### config.mk
export PLATFORM = sky130hd
export DESIGN_NAME = pong_top
export DESIGN_NICKNAME = d
export VERILOG_FILES = /design/src/pong_pkg.sv /design/src/display_timings.sv /design/src/debounce.sv /design/src/pong_game.sv /design/src/pong_apb_regs.sv /design/src/pixel_render.sv /design/src/pong_top.sv
export VERILOG_INCLUDE_DIRS = /design/src
export SDC_FILE = /design/constraint.sdc
export NUM_CORES = 1
export LEC_CHECK = 0
export BUFFER_PORTS_ARGS = -buffer_cell sky130_fd_sc_hd__clkbuf_2
export CAP_MARGIN = 40
export CORE_MARGIN = 3
export CORE_UTILIZATION = 65
export DETAILED_ROUTE_END_ITERATION = 8
export MAX_ROUTING_LAYER = met4
export PLACE_DENSITY = 0.87
export SETUP_SLACK_MARGIN = 0.02
export SYNTH_ARGS = -nofsm -noshare
export SYNTH_HDL_FRONTEND = slang
export SYNTH_SLANG_ARGS = --single-unit
### constraint.sdc
create_clock -name clk_pix -period 8.5 [get_ports clk_pix]
set_input_delay 0.425 -clock clk_pix [delete_from_list [all_inputs] [get_ports clk_pix]]
set_output_delay 0.425 -clock clk_pix [all_outputs]
set_load 0.01 [all_outputs]
### src/pong_params.svh
// shared constants for the pong subsystem
// include in any file that needs raster geometry, object sizes or register addresses
`ifndef PONG_PARAMS_SVH
`define PONG_PARAMS_SVH

`define H_RES       64          // active width
`define V_RES       48          // active height
`define H_TOTAL     80          // full line incl. blanking
`define V_TOTAL     56          // full frame incl. blanking
`define HS_START    68          // hsync, active high
`define HS_END      72
`define VS_START    50          // vsync, active high
`define VS_END      52
`define CORDW       8           // coordinate width

`define B_SIZE      4           // ball edge length
`define P_H         12          // paddle height
`define P_W         2           // paddle width
`define P_SP        2           // paddle step per frame
`define P_OFFS      4           // paddle gap to screen edge

`define DEB_LEN     4           // stable cycles before a button level commits
`define SPD_RESET   8'h21       // spx 2, spy 1
`define REG_SPEED   0
`define REG_STATUS  4
`endif

### src/pong_pkg.sv
// types shared by the pong RTL and its testbench
// modules import this package to exchange raster, game and APB bundles
`default_nettype none
`include "pong_params.svh"

package pong_pkg;

    typedef struct packed {
        logic [`CORDW-1:0] x;
        logic [`CORDW-1:0] y;
        logic              hsync;
        logic              vsync;
        logic              de;
    } raster_t;

    typedef struct packed {
        logic [3:0] spx;                // high nibble of the speed byte
        logic [3:0] spy;
    } speed_t;

    typedef struct packed {
        logic              play;
        logic [`CORDW-1:0] bx;
        logic [`CORDW-1:0] by;
        logic [`CORDW-1:0] p1y;
        logic [`CORDW-1:0] p2y;
    } game_t;

    typedef struct packed {
        logic       hsync;
        logic       vsync;
        logic       de;
        logic [7:0] lum;
    } pixel_t;

    typedef struct packed {
        logic        psel;
        logic        penable;
        logic        pwrite;
        logic [3:0]  paddr;
        logic [31:0] pwdata;
    } apb_req_t;

    typedef struct packed {
        logic [31:0] prdata;
        logic        pready;
        logic        pslverr;
    } apb_rsp_t;

    // true when the raster point lies inside a box
    function automatic logic in_box(input raster_t r,
                                    input logic [`CORDW-1:0] left,
                                    input logic [`CORDW-1:0] top,
                                    input logic [`CORDW-1:0] w,
                                    input logic [`CORDW-1:0] h);
        return (r.x >= left) && (r.x < left + w) && (r.y >= top) && (r.y < top + h);
    endfunction

endpackage

`default_nettype wire

### src/display_timings.sv
// raster generator for the shrunken pong screen
// free-running x/y counters, all raster fields leave the same register stage
`default_nettype none
`timescale 1ns/1ps
`include "pong_params.svh"

module display_timings (
    input  wire logic         clk_pix,
    input  wire logic         rst_n,
    output pong_pkg::raster_t raster
);

    logic [`CORDW-1:0] x_nxt;
    logic [`CORDW-1:0] y_nxt;

    always_comb begin
        x_nxt = raster.x + 1'b1;
        y_nxt = raster.y;
        if (raster.x == `H_TOTAL - 1) begin         // end of line
            x_nxt = '0;
            if (raster.y == `V_TOTAL - 1) begin     // end of frame
                y_nxt = '0;
            end else begin
                y_nxt = raster.y + 1'b1;
            end
        end
    end

    // decode syncs and de from the next point so they line up with x/y
    always_ff @(posedge clk_pix or negedge rst_n) begin
        if (!rst_n) begin
            raster.x     <= '0;
            raster.y     <= '0;
            raster.hsync <= 1'b0;
            raster.vsync <= 1'b0;
            raster.de    <= 1'b1;                   // (0,0) is active
        end else begin
            raster.x     <= x_nxt;
            raster.y     <= y_nxt;
            raster.hsync <= (x_nxt >= `HS_START) && (x_nxt < `HS_END);
            raster.vsync <= (y_nxt >= `VS_START) && (y_nxt < `VS_END);
            raster.de    <= (x_nxt < `H_RES) && (y_nxt < `V_RES);
        end
    end

endmodule

`default_nettype wire

### src/debounce.sv
// button debouncer with two-flop synchronizer
// level follows a stable input, released pulses once on a committed 1 to 0 change
`default_nettype none
`timescale 1ns/1ps
`include "pong_params.svh"

module debounce (
    input  wire logic clk_pix,
    input  wire logic rst_n,
    input  wire logic btn,
    output logic      level,
    output logic      released
);

    logic [1:0]                        sync;    // sync[1] is safe to use
    logic [$clog2(`DEB_LEN + 1)-1:0]   cnt;     // cycles input differs from level

    always_ff @(posedge clk_pix or negedge rst_n) begin
        if (!rst_n) begin
            sync     <= '0;
            cnt      <= '0;
            level    <= 1'b0;
            released <= 1'b0;
        end else begin
            sync     <= {sync[0], btn};
            released <= 1'b0;
            if (sync[1] == level) begin
                cnt <= '0;                          // bounce, start over
            end else if (cnt == `DEB_LEN - 1) begin
                level    <= sync[1];
                released <= level;                  // old level high means release
                cnt      <= '0;
            end else begin
                cnt <= cnt + 1'b1;
            end
        end
    end

endmodule

`default_nettype wire

### src/pong_game.sv
// pong game logic: idle/play FSM, paddle and ball motion once per frame
// collisions are latched while the frame is scanned and used at the next animate
`default_nettype none
`timescale 1ns/1ps
`include "pong_params.svh"

module pong_game (
    input  wire logic              clk_pix,
    input  wire logic              rst_n,
    input  wire pong_pkg::raster_t raster,
    input  wire logic              move_up,
    input  wire logic              move_dn,
    input  wire logic              toggle,
    input  wire pong_pkg::speed_t  speed,
    output pong_pkg::game_t        game
);
    import pong_pkg::*;

    logic              play;
    logic [`CORDW-1:0] bx, by, p1y, p2y;
    logic              dx, dy;                  // 0 is right / down
    logic [`CORDW-1:0] spx, spy;
    logic              animate, b_draw, p1_draw, p2_draw;
    logic              p1_col, p2_col;

    // step a tracking paddle toward the ball centre
    function automatic logic [`CORDW-1:0] track(input logic [`CORDW-1:0] py,
                                                 input logic [`CORDW-1:0] ball_y);
        logic [`CORDW-1:0] pc;
        logic [`CORDW-1:0] bc;
        pc = py + `CORDW'(`P_H / 2);
        bc = ball_y + `CORDW'(`B_SIZE / 2);
        track = py;
        if (pc + `CORDW'(`P_SP / 2) < bc) begin
            if (py < `V_RES - (`P_H + `P_SP / 2)) track = py + `CORDW'(`P_SP);
        end else if (pc > bc + `CORDW'(`P_SP / 2)) begin
            if (py > `P_SP) track = py - `CORDW'(`P_SP);
        end
    endfunction

    assign animate = (raster.y == `V_RES) && (raster.x == 0);   // start of vblank
    assign spx     = `CORDW'(speed.spx);
    assign spy     = `CORDW'(speed.spy);
    assign b_draw  = in_box(raster, bx, by, `CORDW'(`B_SIZE), `CORDW'(`B_SIZE));
    assign p1_draw = in_box(raster, `CORDW'(`P_OFFS), p1y, `CORDW'(`P_W), `CORDW'(`P_H));
    assign p2_draw = in_box(raster, `CORDW'(`H_RES - `P_OFFS - `P_W), p2y,
                            `CORDW'(`P_W), `CORDW'(`P_H));
    assign game    = '{play: play, bx: bx, by: by, p1y: p1y, p2y: p2y};

    always_ff @(posedge clk_pix or negedge rst_n) begin
        if (!rst_n) play <= 1'b0;
        else if (toggle) play <= ~play;
    end

    always_ff @(posedge clk_pix or negedge rst_n) begin
        if (!rst_n) begin
            p1y <= `CORDW'(18);
            p2y <= `CORDW'(18);
        end else if (animate) begin
            if (play) begin                         // player on paddle 1
                if (move_up && p1y > `P_SP) p1y <= p1y - `CORDW'(`P_SP);
                if (move_dn && p1y < `V_RES - (`P_H + `P_SP)) p1y <= p1y + `CORDW'(`P_SP);
            end else begin
                p1y <= track(p1y, by);
            end
            p2y <= track(p2y, by);
        end
    end

    always_ff @(posedge clk_pix or negedge rst_n) begin
        if (!rst_n) begin
            p1_col <= 1'b0;
            p2_col <= 1'b0;
        end else if (animate) begin
            p1_col <= 1'b0;
            p2_col <= 1'b0;
        end else if (b_draw) begin
            if (p1_draw) p1_col <= 1'b1;
            if (p2_draw) p2_col <= 1'b1;
        end
    end

    always_ff @(posedge clk_pix or negedge rst_n) begin
        if (!rst_n) begin
            bx <= `CORDW'(30);
            by <= `CORDW'(20);
            dx <= 1'b0;
            dy <= 1'b0;
        end else if (animate) begin
            if (p1_col || (!p2_col && bx < spx)) begin      // left paddle or edge
                dx <= 1'b0;
                bx <= bx + spx;
            end else if (p2_col || bx >= `H_RES - (spx + `B_SIZE)) begin
                dx <= 1'b1;
                bx <= bx - spx;
            end else bx <= dx ? bx - spx : bx + spx;

            if (by >= `V_RES - (spy + `B_SIZE)) begin        // bottom edge
                dy <= 1'b1;
                by <= by - spy;
            end else if (by < spy) begin                     // top edge
                dy <= 1'b0;
                by <= by + spy;
            end else by <= dy ? by - spy : by + spy;
        end
    end

endmodule

`default_nettype wire

### src/pong_apb_regs.sv
// APB3 register block: ball speed (read/write) and game status (read only)
// zero wait states, pslverr on unknown addresses and on status writes
`default_nettype none
`timescale 1ns/1ps
`include "pong_params.svh"

module pong_apb_regs (
    input  wire logic             clk_pix,
    input  wire logic             rst_n,
    input  wire pong_pkg::apb_req_t apb_req,
    output pong_pkg::apb_rsp_t    apb_rsp,
    input  wire pong_pkg::game_t  game,
    output pong_pkg::speed_t      speed
);

    logic access;
    logic hit_speed, hit_status;

    assign access     = apb_req.psel && apb_req.penable;
    assign hit_speed  = (apb_req.paddr == `REG_SPEED);
    assign hit_status = (apb_req.paddr == `REG_STATUS);

    always_comb begin
        apb_rsp.pready  = 1'b1;                     // never stalls
        apb_rsp.pslverr = access && (!(hit_speed || hit_status)
                                     || (apb_req.pwrite && hit_status));
        if (hit_status) begin
            apb_rsp.prdata = 32'({game.by, game.bx, 7'b0, game.play});
        end else if (hit_speed) begin
            apb_rsp.prdata = 32'(speed);
        end else begin
            apb_rsp.prdata = '0;
        end
    end

    always_ff @(posedge clk_pix or negedge rst_n) begin
        if (!rst_n) begin
            speed <= `SPD_RESET;
        end else if (access && apb_req.pwrite && hit_speed) begin
            speed <= apb_req.pwdata[7:0];           // spx in high nibble
        end
    end

endmodule

`default_nettype wire

### src/pixel_render.sv
// monochrome renderer: ball and both paddles drawn white on black
// output pixel is the raster delayed by one register stage
`default_nettype none
`timescale 1ns/1ps
`include "pong_params.svh"

module pixel_render (
    input  wire logic              clk_pix,
    input  wire logic              rst_n,
    input  wire pong_pkg::raster_t raster,
    input  wire pong_pkg::game_t   game,
    output pong_pkg::pixel_t       pixel
);
    import pong_pkg::*;

    logic lit;

    always_comb begin
        lit = in_box(raster, game.bx, game.by, `CORDW'(`B_SIZE), `CORDW'(`B_SIZE))
            | in_box(raster, `CORDW'(`P_OFFS), game.p1y, `CORDW'(`P_W), `CORDW'(`P_H))
            | in_box(raster, `CORDW'(`H_RES - `P_OFFS - `P_W), game.p2y,
                     `CORDW'(`P_W), `CORDW'(`P_H));
    end

    always_ff @(posedge clk_pix or negedge rst_n) begin
        if (!rst_n) begin
            pixel <= '0;
        end else begin
            pixel.hsync <= raster.hsync;
            pixel.vsync <= raster.vsync;
            pixel.de    <= raster.de;
            pixel.lum   <= (raster.de && lit) ? 8'hFF : 8'h00;     // blank outside de
        end
    end

endmodule

`default_nettype wire

### src/pong_top.sv
// pong subsystem top: raster timing, button debounce, game, APB registers, renderer
// clk_pix comes from outside, pixel carries syncs, de and luminance
`default_nettype none
`timescale 1ns/1ps

module pong_top (
    input  wire logic               clk_pix,
    input  wire logic               rst_n,
    input  wire logic               btn_up,
    input  wire logic               btn_dn,
    input  wire logic               btn_ctrl,
    input  wire pong_pkg::apb_req_t apb_req,
    output pong_pkg::apb_rsp_t      apb_rsp,
    output pong_pkg::pixel_t        pixel
);
    import pong_pkg::*;

    raster_t raster;
    game_t   game;
    speed_t  speed;
    logic    move_up, move_dn, sig_ctrl;

    display_timings timings_i (.clk_pix, .rst_n, .raster);

    debounce deb_up_i   (.clk_pix, .rst_n, .btn(btn_up),   .level(move_up), .released());
    debounce deb_dn_i   (.clk_pix, .rst_n, .btn(btn_dn),   .level(move_dn), .released());
    debounce deb_ctrl_i (.clk_pix, .rst_n, .btn(btn_ctrl), .level(),        .released(sig_ctrl));

    pong_game game_i (
        .clk_pix, .rst_n, .raster,
        .move_up, .move_dn,
        .toggle(sig_ctrl),                          // play/idle on release
        .speed, .game
    );

    pong_apb_regs regs_i (.clk_pix, .rst_n, .apb_req, .apb_rsp, .game, .speed);

    pixel_render render_i (.clk_pix, .rst_n, .raster, .game, .pixel);

endmodule

`default_nettype wire

==> reports/qor.yml <==
status: "completed"
hold_buffers: 0
syn_area_um2: 7920
clkTransAtPathRegs_ns: 0.07
slew_viol_final: 0
cts_tree: "done"
clock_sinks: 85
grt_max_degree: 54
synth_commonest_cells: "ha_1 (131), dfrtp_1 (72), inv_1 (67), nand2_1 (64), xnor2_1 (60)"
multi_input_area_um2: 5280
ys_seq_area_frac: 0.271
first_global_vias: 6183
gp_congestion: 0.941
rsz0062_at_grt: "no"
post_cts_resized: 0
power_density_nw_per_um2: 127
die-height_um: 116
path_cells: "inv_1 > ha_1 > or3_1 > xnor2_1 > ha_1 > a21o_1 > a21oi_1 > o21ai_0 > a211o_1 > nand2_1 > o311a_1 > nand3_1 > xnor2_1"
leakage_uw: 0.00413
p_total_uw: 1070
io_buffers: 55
initialDrtViolationCount: 466
slew_headroom: 0.378
grt_pass1_wl_mm: 29.6
skew_ns: 0.0111
worstMarginPinSlew_ns: 0.924
drive_gt1_frac: 0.116
endpoint_kind: "flip-flop"
final-hold-violation-count: 0
regArea_um2: 2140
n_antenna_cell: 0
area_delta_synth_final_pct: 6.83
ys_types: 76
num_vias: 6538
arrival_ns: 4.15
clockRootBuffer: "clkbuf_16"
ctsLongestPathBuffers: 2
required_ns: 8.74
cts_buffers: 9
avgSynthCellArea_um2: 8.94
overflow: 0
ios: 89
synth-main-ff-cell: "dfrtp_1"
yosys-top-cells-area: "dfrtp_1 (23%), ha_1 (21%), xnor2_1 (6.6%)"
max_freq_mhz: 256
cts_max_level: 3
die_width_um: 116
worst_setup_path_start_kind: "flip-flop"
via_per_inst: 6.14
rows: 39
drc: 0
irDropWorstVdd_v: 0.000123
cts_setup_buffers: 0
post-synth-top-area-cell: "dfrtp_1"
period_share: 0.459
final-setup-viol-count: 0
hp-class: "primary input to asynchronous set/reset pin"
drv_cap: 0
drt-total-wl_mm: 17.7
synthCells: 886
yosysWarnings: 0
setup_tns_ns: 0
core_area_um2: 11700
cpPeakStageDelay_ns: 0.70
crit_type: "flip-flop to flip-flop"
layout.nets: 1096
wl_per_cell_um: 16.7
dp_hpwl_mm: 13.3
synth.most_common_cell: "ha_1"
antenna_found_initial: 0
synth-edff-count: 0
ant_nets: 0
critPathBufInv: 1
start_util: 0.679
yosysTopAreaCellShare: 0.228
cp_slowest_cell: "dfstp_2"
period_needed_ns: 3.91
clock_latency_ns: 0.36
die_area_um2: 13500
crit_fanout: 11
grtUsageTotal: 0.284
synth-seq-cells: 85
async_flop_share: 1.00
critPathTopFamily: "compound AO/OA/AOI/OAI gates"
fillerInstances: 840
firstDrtPassIters: 7
layout by cell type, fill, tap and decap left out, types with 5 or more instances in the layout:
master and instances:
nor4_1 9, buf_4 5, nand2b_1 18, clkbuf_2 54
and2_1 11, a211oi_1 8, nor3_1 21, nor2_1 38
nand2_1 64, inv_1 67, mux2_2 6, and3_1 22
a21oi_1 38, o21bai_1 8, a21o_1 24, dfstp_2 13
nor3b_1 8, a211o_1 7, o22ai_1 5, nor2b_1 9
ha_1 131, o21ai_0 54, nand3_1 31, conb_1 10
o211ai_1 8, xor2_1 12, mux2i_1 10, clkbuf_16 9
xnor2_1 60, nand4_1 11, dfrtp_1 72
worst reg2reg max path: stages, from the launching register on:
cell     delay (ns)
dfstp_2        0.70
inv_1          0.08
ha_1           0.29
or3_1          0.36
xnor2_1        0.30
ha_1           0.31
a21o_1         0.16
a21oi_1        0.12
o21ai_0        0.23
a211o_1        0.38
nand2_1        0.21
o311a_1        0.35
nand3_1        0.15
xnor2_1        0.16
routing by layer:
metal / GRT usage / routed length (um) / vias up
li1: - / - / 3183
met1: 0.363 / 7970 / 3093
met2: 0.460 / 8430 / 227
met3: 0.0435 / 921 / 35
met4: 0.0982 / 415 / 0
met5: - / 0 / -
report_power, final:
group          internal, uW  switching, uW  total [uW]
Sequential              436           34.3         470
Combinational          94.8            113         208
Clock                   217            180         397
Total                   748            327        1070
state kept, by name (all words and copies together) (netlist names), 2 cells and up:
signal	cells
deb_dn_i.cnt	3
deb_ctrl_i.sync	2
deb_dn_i.sync	2
game_i.p1y	7
deb_up_i.cnt	3
render_i.pixel	4
deb_up_i.sync	2
game_i.by	8
game_i.p2y	7
timings_i.raster	19
deb_ctrl_i.cnt	3
regs_i.speed	8
game_i.bx	8
layout make-up:
type / count / share of cell area
Clock inverter: 5 / 0.00503
Inverter: 68 / 0.0302
Multi-Input combinational cell: 694 / 0.624
Timing Repair Buffer: 59 / 0.0364
Clock buffer: 11 / 0.0299
Sequential cell: 85 / 0.253
Tap cell: 143 / 0.0212
final timing paths:
path | from | end | slack, ns | cells after the start
max reg2reg | game_i.p1y[1] | game_i.p1y[7] | 4.59 | 13
min in group clk_pix | btn_up | deb_up_i.sync[0] | 0.17 | 1
max | game_i.p1y[1] | game_i.p1y[7] | 4.59 | 13
max in group asynchronous | rst_n | deb_up_i.cnt[2] | 7.46 | 2
min | rst_n | regs_i.speed[7] | 0.01 | 1
min reg2reg | timings_i.raster[1] | render_i.pixel[9] | 0.35 | 0
through the flow:
stage	util	instances	setup slack (ns)	hold slack (ns)	instance area, um2
floorplan	-	894	4.97	0.129	7950
global placement	0.700	1049	4.71	0.332	8160
detailed placement	0.700	1049	4.63	0.336	8160
CTS	0.725	1065	4.61	0.0306	8460
global route	0.725	1065	4.28	0.0433	8460
finish	0.725	1065	4.59	0.0122	8460
cells by family (layout without fill, tap and decap cells):
family,Yosys count,count (layout),share of synthesized area
XOR/XNOR,73,73,0.0817
AO/OA/AOI/OAI,191,191,0.160
flip-flops,85,85,0.271
AND/OR/NAND/NOR,267,267,0.180
multiplexers,16,16,0.0212
other,2,10,0.000949
adder cells (fa/ha/maj),137,137,0.220
buffers and inverters,115,143,0.0665
No activity file was read; power rests on OpenSTA's default activity.
